[src/design/stq_pkg.sv]
`default_nettype none

package stq_pkg;

  // ==========================================================================
  // Queue geometry
  // ==========================================================================
  localparam int STQ_SIZE  = 8;
  localparam int STQ_IDX_W = $clog2(STQ_SIZE);
  localparam int ADDR_W    = 32;
  localparam int DW_BYTES  = 8;
  localparam int DW_OFS_W  = $clog2(DW_BYTES);
  localparam int DATA_W    = DW_BYTES * 8;

  typedef logic [STQ_IDX_W-1:0] stq_idx_t;
  typedef logic [STQ_IDX_W:0]   stq_cnt_t;    // 0..STQ_SIZE

  typedef enum logic [1:0] {
    ST_B = 2'd0,
    ST_H = 2'd1,
    ST_W = 2'd2,
    ST_D = 2'd3
  } st_size_e;

  // ==========================================================================
  // Payloads
  // ==========================================================================
  typedef struct packed {
    logic [ADDR_W-1:0] addr;
    st_size_e          size;
    logic [DATA_W-1:0] data;   // Low-justified
  } st_req_t;

  typedef struct packed {
    logic [ADDR_W-DW_OFS_W-1:0] dw_addr;
    logic [DW_BYTES-1:0]        byte_en;
    logic [DATA_W-1:0]          data;     // Already in lane position
  } stq_entry_t;

  typedef struct packed {
    logic              valid;
    logic [ADDR_W-1:0] addr;
    st_size_e          size;
  } fwd_query_t;

  typedef struct packed {
    logic [DW_BYTES-1:0] hit_be;
    logic [DATA_W-1:0]   data;
  } fwd_resp_t;

  typedef struct packed {
    logic [ADDR_W-1:0]   addr;   // Double-word aligned
    logic [DW_BYTES-1:0] strb;
    logic [DATA_W-1:0]   data;
  } stb_req_t;

  // Byte lanes touched by an access of the given size at offset zero
  function automatic logic [DW_BYTES-1:0] size_mask(input st_size_e size);
    logic [DW_BYTES-1:0] mask;
    case (size)
      ST_B:    mask = 8'h01;
      ST_H:    mask = 8'h03;
      ST_W:    mask = 8'h0f;
      default: mask = 8'hff;
    endcase
    return mask;
  endfunction

endpackage

`default_nettype wire

[src/design/stq_drain.sv]
`timescale 1ns/1ps
`default_nettype none

module stq_drain (
  input  logic                i_clk,
  input  logic                i_reset_n,
  input  stq_pkg::stq_entry_t i_head_entry,
  input  logic                i_head_committed,
  input  logic                i_stb_ready,
  output logic                o_pop,
  output logic                o_stb_valid,
  output stq_pkg::stb_req_t   o_stb
);
  import stq_pkg::*;

  logic     r_valid;
  stb_req_t r_stb;
  stb_req_t w_stb_next;
  logic     w_free;
  logic     w_load;

  // Register can take a new request when empty or handing off this cycle
  assign w_free = ~r_valid | i_stb_ready;
  assign w_load = i_head_committed & w_free;
  assign o_pop  = w_load;

  assign w_stb_next.addr = {i_head_entry.dw_addr, {DW_OFS_W{1'b0}}};
  assign w_stb_next.strb = i_head_entry.byte_en;
  assign w_stb_next.data = i_head_entry.data;

  always_ff @(posedge i_clk or negedge i_reset_n) begin
    if (!i_reset_n) begin
      r_valid <= 1'b0;
    end else if (w_load) begin
      r_valid <= 1'b1;
    end else if (i_stb_ready) begin
      r_valid <= 1'b0;   // Transfer with nothing behind it
    end
  end

  always_ff @(posedge i_clk) begin
    if (w_load) begin
      r_stb <= w_stb_next;
    end
  end

  assign o_stb_valid = r_valid;
  assign o_stb       = r_stb;

endmodule

`default_nettype wire

[src/design/stq_entry_array.sv]
`timescale 1ns/1ps
`default_nettype none

module stq_entry_array (
  input  logic                                       i_clk,
  input  logic                                       i_reset_n,
  input  logic                                       i_wr_en,
  input  stq_pkg::stq_idx_t                          i_wr_idx,
  input  stq_pkg::st_req_t                           i_st,
  output stq_pkg::stq_entry_t [stq_pkg::STQ_SIZE-1:0] o_entries
);
  import stq_pkg::*;

  logic [DW_OFS_W-1:0]        w_ofs;
  stq_entry_t                 w_wr_entry;
  logic [DW_BYTES-1:0]        r_byte_en [STQ_SIZE];
  logic [ADDR_W-DW_OFS_W-1:0] r_dw_addr [STQ_SIZE];
  logic [DATA_W-1:0]          r_data    [STQ_SIZE];

  assign w_ofs = i_st.addr[DW_OFS_W-1:0];

  // Move the store into its double-word lanes
  assign w_wr_entry.dw_addr = i_st.addr[ADDR_W-1:DW_OFS_W];
  assign w_wr_entry.byte_en = size_mask(i_st.size) << w_ofs;
  assign w_wr_entry.data    = i_st.data << {w_ofs, 3'b000};

  always_ff @(posedge i_clk or negedge i_reset_n) begin
    if (!i_reset_n) begin
      for (int i = 0; i < STQ_SIZE; i++) begin
        r_byte_en[i] <= '0;
      end
    end else if (i_wr_en) begin
      r_byte_en[i_wr_idx] <= w_wr_entry.byte_en;
    end
  end

  always_ff @(posedge i_clk) begin
    if (i_wr_en) begin
      r_dw_addr[i_wr_idx] <= w_wr_entry.dw_addr;
      r_data[i_wr_idx]    <= w_wr_entry.data;
    end
  end

  always_comb begin
    for (int i = 0; i < STQ_SIZE; i++) begin
      o_entries[i].dw_addr = r_dw_addr[i];
      o_entries[i].byte_en = r_byte_en[i];
      o_entries[i].data    = r_data[i];
    end
  end

endmodule

`default_nettype wire

[src/design/stq_fwd_unit.sv]
`timescale 1ns/1ps
`default_nettype none

module stq_fwd_unit (
  input  stq_pkg::stq_entry_t [stq_pkg::STQ_SIZE-1:0] i_entries,
  input  logic [stq_pkg::STQ_SIZE-1:0]                i_valid_mask,
  input  stq_pkg::stq_idx_t                           i_tail_idx,
  input  stq_pkg::fwd_query_t                         i_fwd,
  output stq_pkg::fwd_resp_t                          o_fwd
);
  import stq_pkg::*;

  logic [DW_BYTES-1:0]        w_q_be;
  logic [ADDR_W-DW_OFS_W-1:0] w_q_dw;
  logic [STQ_SIZE-1:0]        w_dw_match;
  logic [DW_BYTES-1:0]        w_hit_be;
  logic [DATA_W-1:0]          w_data;

  assign w_q_be = size_mask(i_fwd.size) << i_fwd.addr[DW_OFS_W-1:0];
  assign w_q_dw = i_fwd.addr[ADDR_W-1:DW_OFS_W];

  always_comb begin
    for (int e = 0; e < STQ_SIZE; e++) begin
      w_dw_match[e] = i_fwd.valid & i_valid_mask[e] & (i_entries[e].dw_addr == w_q_dw);
    end
  end

  // ==========================================================================
  // Per-byte youngest match
  // ==========================================================================
  for (genvar b = 0; b < DW_BYTES; b++) begin : g_byte
    logic [STQ_SIZE-1:0]   w_hit_vec;
    logic [2*STQ_SIZE-1:0] w_hit_dbl;
    logic [STQ_SIZE-1:0]   w_hit_rot;
    stq_idx_t              w_win_ofs;
    stq_idx_t              w_win_idx;

    always_comb begin
      for (int e = 0; e < STQ_SIZE; e++) begin
        w_hit_vec[e] = w_dw_match[e] & i_entries[e].byte_en[b] & w_q_be[b];
      end
    end

    // After rotation bit 0 is the tail slot and the top bit is tail-1
    assign w_hit_dbl = {w_hit_vec, w_hit_vec} >> i_tail_idx;
    assign w_hit_rot = w_hit_dbl[STQ_SIZE-1:0];

    always_comb begin
      w_win_ofs = '0;
      for (int k = 0; k < STQ_SIZE; k++) begin
        if (w_hit_rot[k]) begin
          w_win_ofs = stq_idx_t'(k);   // Highest set bit is youngest
        end
      end
    end

    assign w_win_idx   = i_tail_idx + w_win_ofs;
    assign w_hit_be[b] = |w_hit_rot;
    assign w_data[b*8 +: 8] = w_hit_be[b] ? i_entries[w_win_idx].data[b*8 +: 8] : 8'h00;
  end

  assign o_fwd.hit_be = w_hit_be;
  assign o_fwd.data   = w_data;

endmodule

`default_nettype wire

[src/design/stq_ptr_ctrl.sv]
`timescale 1ns/1ps
`default_nettype none

module stq_ptr_ctrl (
  input  logic                         i_clk,
  input  logic                         i_reset_n,
  input  logic                         i_st_valid,
  input  logic                         i_commit,
  input  logic                         i_pop,
  output logic                         o_st_ready,
  output stq_pkg::stq_idx_t            o_tail_idx,
  output stq_pkg::stq_idx_t            o_head_idx,
  output logic [stq_pkg::STQ_SIZE-1:0] o_valid_mask,
  output logic                         o_head_committed
);
  import stq_pkg::*;

  // Pointers carry one wrap bit above the index
  stq_cnt_t r_head;
  stq_cnt_t r_cmt;
  stq_cnt_t r_tail;
  stq_cnt_t w_count;
  stq_cnt_t w_uncmt;
  logic     w_push;
  logic     w_cmt_en;
  logic     w_pop;

  assign w_count  = r_tail - r_head;
  assign w_uncmt  = r_tail - r_cmt;

  assign o_st_ready       = (w_count != stq_cnt_t'(STQ_SIZE));
  assign o_head_committed = (r_cmt != r_head);

  assign w_push   = i_st_valid & o_st_ready;
  assign w_cmt_en = i_commit & (w_uncmt != '0);   // Stray pulses dropped
  assign w_pop    = i_pop & o_head_committed;

  always_ff @(posedge i_clk or negedge i_reset_n) begin
    if (!i_reset_n) begin
      r_head <= '0;
      r_cmt  <= '0;
      r_tail <= '0;
    end else begin
      if (w_push) begin
        r_tail <= r_tail + stq_cnt_t'(1);
      end
      if (w_cmt_en) begin
        r_cmt <= r_cmt + stq_cnt_t'(1);
      end
      if (w_pop) begin
        r_head <= r_head + stq_cnt_t'(1);
      end
    end
  end

  assign o_tail_idx = r_tail[STQ_IDX_W-1:0];
  assign o_head_idx = r_head[STQ_IDX_W-1:0];

  // Entry is live when its distance from head is below the occupancy
  always_comb begin : valid_mask_gen
    stq_idx_t ofs;
    for (int i = 0; i < STQ_SIZE; i++) begin
      ofs             = stq_idx_t'(i) - o_head_idx;
      o_valid_mask[i] = ({1'b0, ofs} < w_count);
    end
  end

endmodule

`default_nettype wire

[src/design/stq_top.sv]
`timescale 1ns/1ps
`default_nettype none

module stq_top (
  input  logic                i_clk,
  input  logic                i_reset_n,
  input  logic                i_st_valid,
  input  stq_pkg::st_req_t    i_st,
  output logic                o_st_ready,
  input  logic                i_commit,
  input  stq_pkg::fwd_query_t i_fwd,
  output stq_pkg::fwd_resp_t  o_fwd,
  output logic                o_stb_valid,
  output stq_pkg::stb_req_t   o_stb,
  input  logic                i_stb_ready
);
  import stq_pkg::*;

  stq_entry_t [STQ_SIZE-1:0] w_entries;
  stq_entry_t                w_head_entry;
  logic [STQ_SIZE-1:0]       w_valid_mask;
  stq_idx_t                  w_tail_idx;
  stq_idx_t                  w_head_idx;
  logic                      w_head_committed;
  logic                      w_pop;
  logic                      w_wr_en;

  assign w_wr_en      = i_st_valid & o_st_ready;
  assign w_head_entry = w_entries[w_head_idx];   // Oldest entry feeds the drain

  // ==========================================================================
  // Queue control and storage
  // ==========================================================================
  stq_ptr_ctrl u_ptr_ctrl (
    .i_clk            (i_clk),
    .i_reset_n        (i_reset_n),
    .i_st_valid       (i_st_valid),
    .i_commit         (i_commit),
    .i_pop            (w_pop),
    .o_st_ready       (o_st_ready),
    .o_tail_idx       (w_tail_idx),
    .o_head_idx       (w_head_idx),
    .o_valid_mask     (w_valid_mask),
    .o_head_committed (w_head_committed)
  );

  stq_entry_array u_entry_array (
    .i_clk     (i_clk),
    .i_reset_n (i_reset_n),
    .i_wr_en   (w_wr_en),
    .i_wr_idx  (w_tail_idx),
    .i_st      (i_st),
    .o_entries (w_entries)
  );

  // ==========================================================================
  // Load forwarding and store-buffer drain
  // ==========================================================================
  stq_fwd_unit u_fwd_unit (
    .i_entries    (w_entries),
    .i_valid_mask (w_valid_mask),
    .i_tail_idx   (w_tail_idx),
    .i_fwd        (i_fwd),
    .o_fwd        (o_fwd)
  );

  stq_drain u_drain (
    .i_clk            (i_clk),
    .i_reset_n        (i_reset_n),
    .i_head_entry     (w_head_entry),
    .i_head_committed (w_head_committed),
    .i_stb_ready      (i_stb_ready),
    .o_pop            (w_pop),
    .o_stb_valid      (o_stb_valid),
    .o_stb            (o_stb)
  );

endmodule

`default_nettype wire

[config.mk]
export PLATFORM = sky130hd
export DESIGN_NAME = stq_top
export DESIGN_NICKNAME = d
export VERILOG_FILES = /design/src/design/stq_pkg.sv /design/src/design/stq_drain.sv /design/src/design/stq_entry_array.sv /design/src/design/stq_fwd_unit.sv /design/src/design/stq_ptr_ctrl.sv /design/src/design/stq_top.sv
export SDC_FILE = /design/constraint.sdc
export NUM_CORES = 2
export LEC_CHECK = 0
export ABC_AREA = 0
export BUFFER_PORTS_ARGS = -buffer_cell sky130_fd_sc_hd__buf_4
export CAP_MARGIN = 20
export CORE_MARGIN = 1.5
export CORE_UTILIZATION = 56
export DETAILED_ROUTE_END_ITERATION = 16
export PLACE_DENSITY = 0.77
export RECOVER_POWER = 100
export SLEW_MARGIN = 20
export SYNTH_ARGS = -nofsm -noshare
export SYNTH_HDL_FRONTEND = slang
export SYNTH_HIERARCHICAL = 1
export SYNTH_SLANG_ARGS = --single-unit
[constraint.sdc]
create_clock -name i_clk -period 6.95 [get_ports i_clk]
set_input_delay 0.695 -clock i_clk [delete_from_list [all_inputs] [get_ports i_clk]]
set_output_delay 0.695 -clock i_clk [all_outputs]
set_load 0.01 [all_outputs]
==> results.ini <==
[clock_tree]
clkLatencyLatePin_ps=700
cts-htree-levels=3
cts_tree=built
clockBufferDepth=3
cts_root_buf=clkbuf_16
numCtsBuffers=97
clk_pin_slew_ps=60
clkSinkCount=922

[detailed_routing]
first_iter_violations=5690
vias=38724
drt-total-wl_mm=175
detail_route.wl_per_cell_um=32.5
drc_errors=0
vias_per_cell=7.19
antenna_left=1
drt_pass1_iterations=8

[global_routing]
grt_max_degree=94
grt.total_usage_pct=37.2
grt_overflow=0
grt_pass1_wl_mm=253
grt_pass1_vias=37959
antenna_found_initial=8

[finish]
fillers=6004
drive_gt1_share_pct=36.2
fin_util_pct=68.5
nets=4288
synthToLayoutAreaGrowth_pct=21.4

[setup_path]
critPathRequiredTime_ps=6250
arrival_ps=7090
slowest_stage=or4_4
cp-start-kind=register
end_kind=primary output
cpMostUsedCell=buf_6
critPathKind=register to primary output
path_max_fanout=8
cpPeakStageDelay_ps=530

[floorplanning]
dieArea_um2=92300
fp.dieH_um=304
core_um2=89900
fp.dieW_um=304
io-pin-count=316
rows=110
initial_core_util_pct=56.4

[timing]
fin_crit_sh_pct=112
clock.fmax_mhz=128
fin_ws_ps=-833
slew_headroom_pct=-192
clock-skew-final_ps=26.2
setup_violations=64
worstMarginPinSlew_ps=4380
post-route-min-period_ps=7780
slew_viol_final=215
final_hold_viol_count=0
rsz0062_at_grt=yes

[placed_design]
dp_worst_setup_slack_ps=-308
gp_congestion=1.03
dp_hpwl_mm=113
io_buffers=312

[synth]
yosys_warnings=6
avgSynthCellArea_um2=14.3
ys_ff_latch=922
synthAdderAreaFrac_pct=1.05
synthMuxAreaShare_pct=20.0
synth-simple-area-share_pct=9.55
ys_types=110
synthArstFlopShare_pct=8.35
synth_top_family_by_area=multiplexers
synth-edff-count=845
yosysSeqAreaShare_pct=53.8
synth_compound_area_share_pct=8.26
synthCells=3548
netlist_area_um2=50700
synthXorXnorAreaFrac_pct=4.01
synth_ff_type=edfxtp_1

[power]
p_per_area_nw_per_um2=485
total_leakage_power_nw=21.3
ir_worst_vdd_v=0.000413

[flow_run]
maxCapViolations=6

[hold_path]
hp-class=input port to register

[outcome]
violations=antenna rules, capacitance limit, slew limit, setup timing
status=finished, violations left

## layout by cell type, fill, tap and decap left out, types with 51 or more instances in the layout
master,netlist,layout
nor2b_1,60,60
dfrtp_1,77,71
nand3_1,115,71
o21ai_0,113,83
clkbuf_1,104,163
mux2_2,123,112
nor4_1,89,75
edfxtp_1,845,845
inv_1,63,51
nand2_1,217,203
mux4_2,348,348
xor2_1,180,177
clkbuf_16,0,101
buf_6,34,63
mux2i_1,77,75
nand4_1,52,52
buf_4,30,467
nor2_1,106,101
## final timing paths
path	endpoint	slack (ps)	startpoint	cells after the start
setup / recovery	o_fwd[14]	-830	u_ptr_ctrl/r_tail[0]	32
hold / removal	u_drain/o_stb_valid	280	i_stb_ready	3
setup reg to reg	u_drain/o_stb[67]	1220	u_ptr_ctrl/r_head[1]	4
hold reg to reg	u_entry_array/o_entries[777]	540	u_entry_array/o_entries[777]	2
max in group asynchronous	u_ptr_ctrl/r_tail[0]	1420	i_reset_n	3
min in group asynchronous	u_ptr_ctrl/r_cmt[0]	420	i_reset_n	2
## cells by family (layout without fill, tap and decap cells)
family	Yosys count	count (layout)
fa+ha+maj	38	38
mux	561	561
compound gates	591	591
other cells	1	15
xor+xnor	230	230
buf+inv	319	964
flops	922	922
simple gates	886	886
## synth_stat cells, drive strengths merged (20+ instances only)
master,instances,area (µm²)
edfxtp,845,25400
mux4,348,7840
nand2,217,815
xor2,180,1580
buf,148,1000
mux2,136,1540
o21ai,132,694
nand3,115,576
nor2,107,404
clkbuf,106,400
nor4,102,754
a21oi,82,414
dfrtp,77,1930
mux2i,77,771
inv,63,236
nor2b,60,375
nand4,54,350
o22ai,51,338
xnor2,50,457
a32oi,47,412
nor3,47,245
a22oi,38,285
and2,36,225
a31oi,35,219
nand3b,28,210
o31ai,27,226
nand2b,26,170
ha,25,313
a211oi,22,170
or4,20,150
## where the power goes
part           total [W]  leakage, nW  switching [W]  internal (W)
sequential       0.00858         8.80       0.000892       0.00769
clock            0.00532         1.57        0.00222       0.00310
combinational     0.0160         10.9        0.00861       0.00735
## per-layer routing
metal,track usage [%],wire (µm),vias up
li1,-,-,15537
met1,48.4,62100,19536
met2,58.6,82000,3036
met3,8.05,20500,615
met4,20.4,10500,0
met5,0,0,-
## stage by stage
stage	area, µm²	std cells	setup TNS (ps)	hold slack [ps]	total power (W)
after floorplan	50700	3550	-15.6	399	0.0172
after global placement	56100	5117	-4550	506	0.0221
after detailed placement	56100	5117	-10290	515	0.0223
after CTS	61400	5356	-38030	211	0.0294
after global routing	61500	5376	-53750	297	0.0309
final	61500	5383	-42020	284	0.0299
## area by class of cell
| cell class | instances | area (µm²) | share of cell area [%] |
|---|---|---|---|
| clock inverter | 62 | 664 | 1.08 |
| multi-input combinational | 2309 | 23600 | 38.3 |
| clock buffer | 116 | 2550 | 4.14 |
| tap | 1176 | 1470 | 2.39 |
| antenna | 12 | 30.0 | 0.0488 |
| sequential | 922 | 27300 | 44.4 |
| timing repair buffer | 721 | 5630 | 9.16 |
| inverter | 65 | 267 | 0.433 |
## critical path, delay by kind of cell, from the launching register on
kind	cells	cell delay [ps]
buf+inv	10	1100
simple gates	7	1460
fa+ha+maj	6	1730
compound gates	7	1110
xor+xnor	1	180
mux	1	310
flops	1	490
## registers in the layout, indices dropped and copies added, names as in the netlist
signal,flops
u_ptr_ctrl/r_tail,4
u_entry_array/o_entries,64
u_ptr_ctrl/r_cmt,4
u_entry_array/r_data,512
u_drain/o_stb_valid,1
u_ptr_ctrl/r_head,4
u_entry_array/r_dw_addr,232
u_drain/o_stb,101
## what timing repair did
item | 4_1_cts | 5_1_grt
pin swaps | 166 | 85
hold endpoints to repair | 5 | 0
hold buffers | 1 | 0
gates cloned | 6 | 0
setup buffers | 59 | 20
setup endpoints to repair | 64 | 67
gates resized for setup | 335 | 115
(Power assumes the default switching activity.)
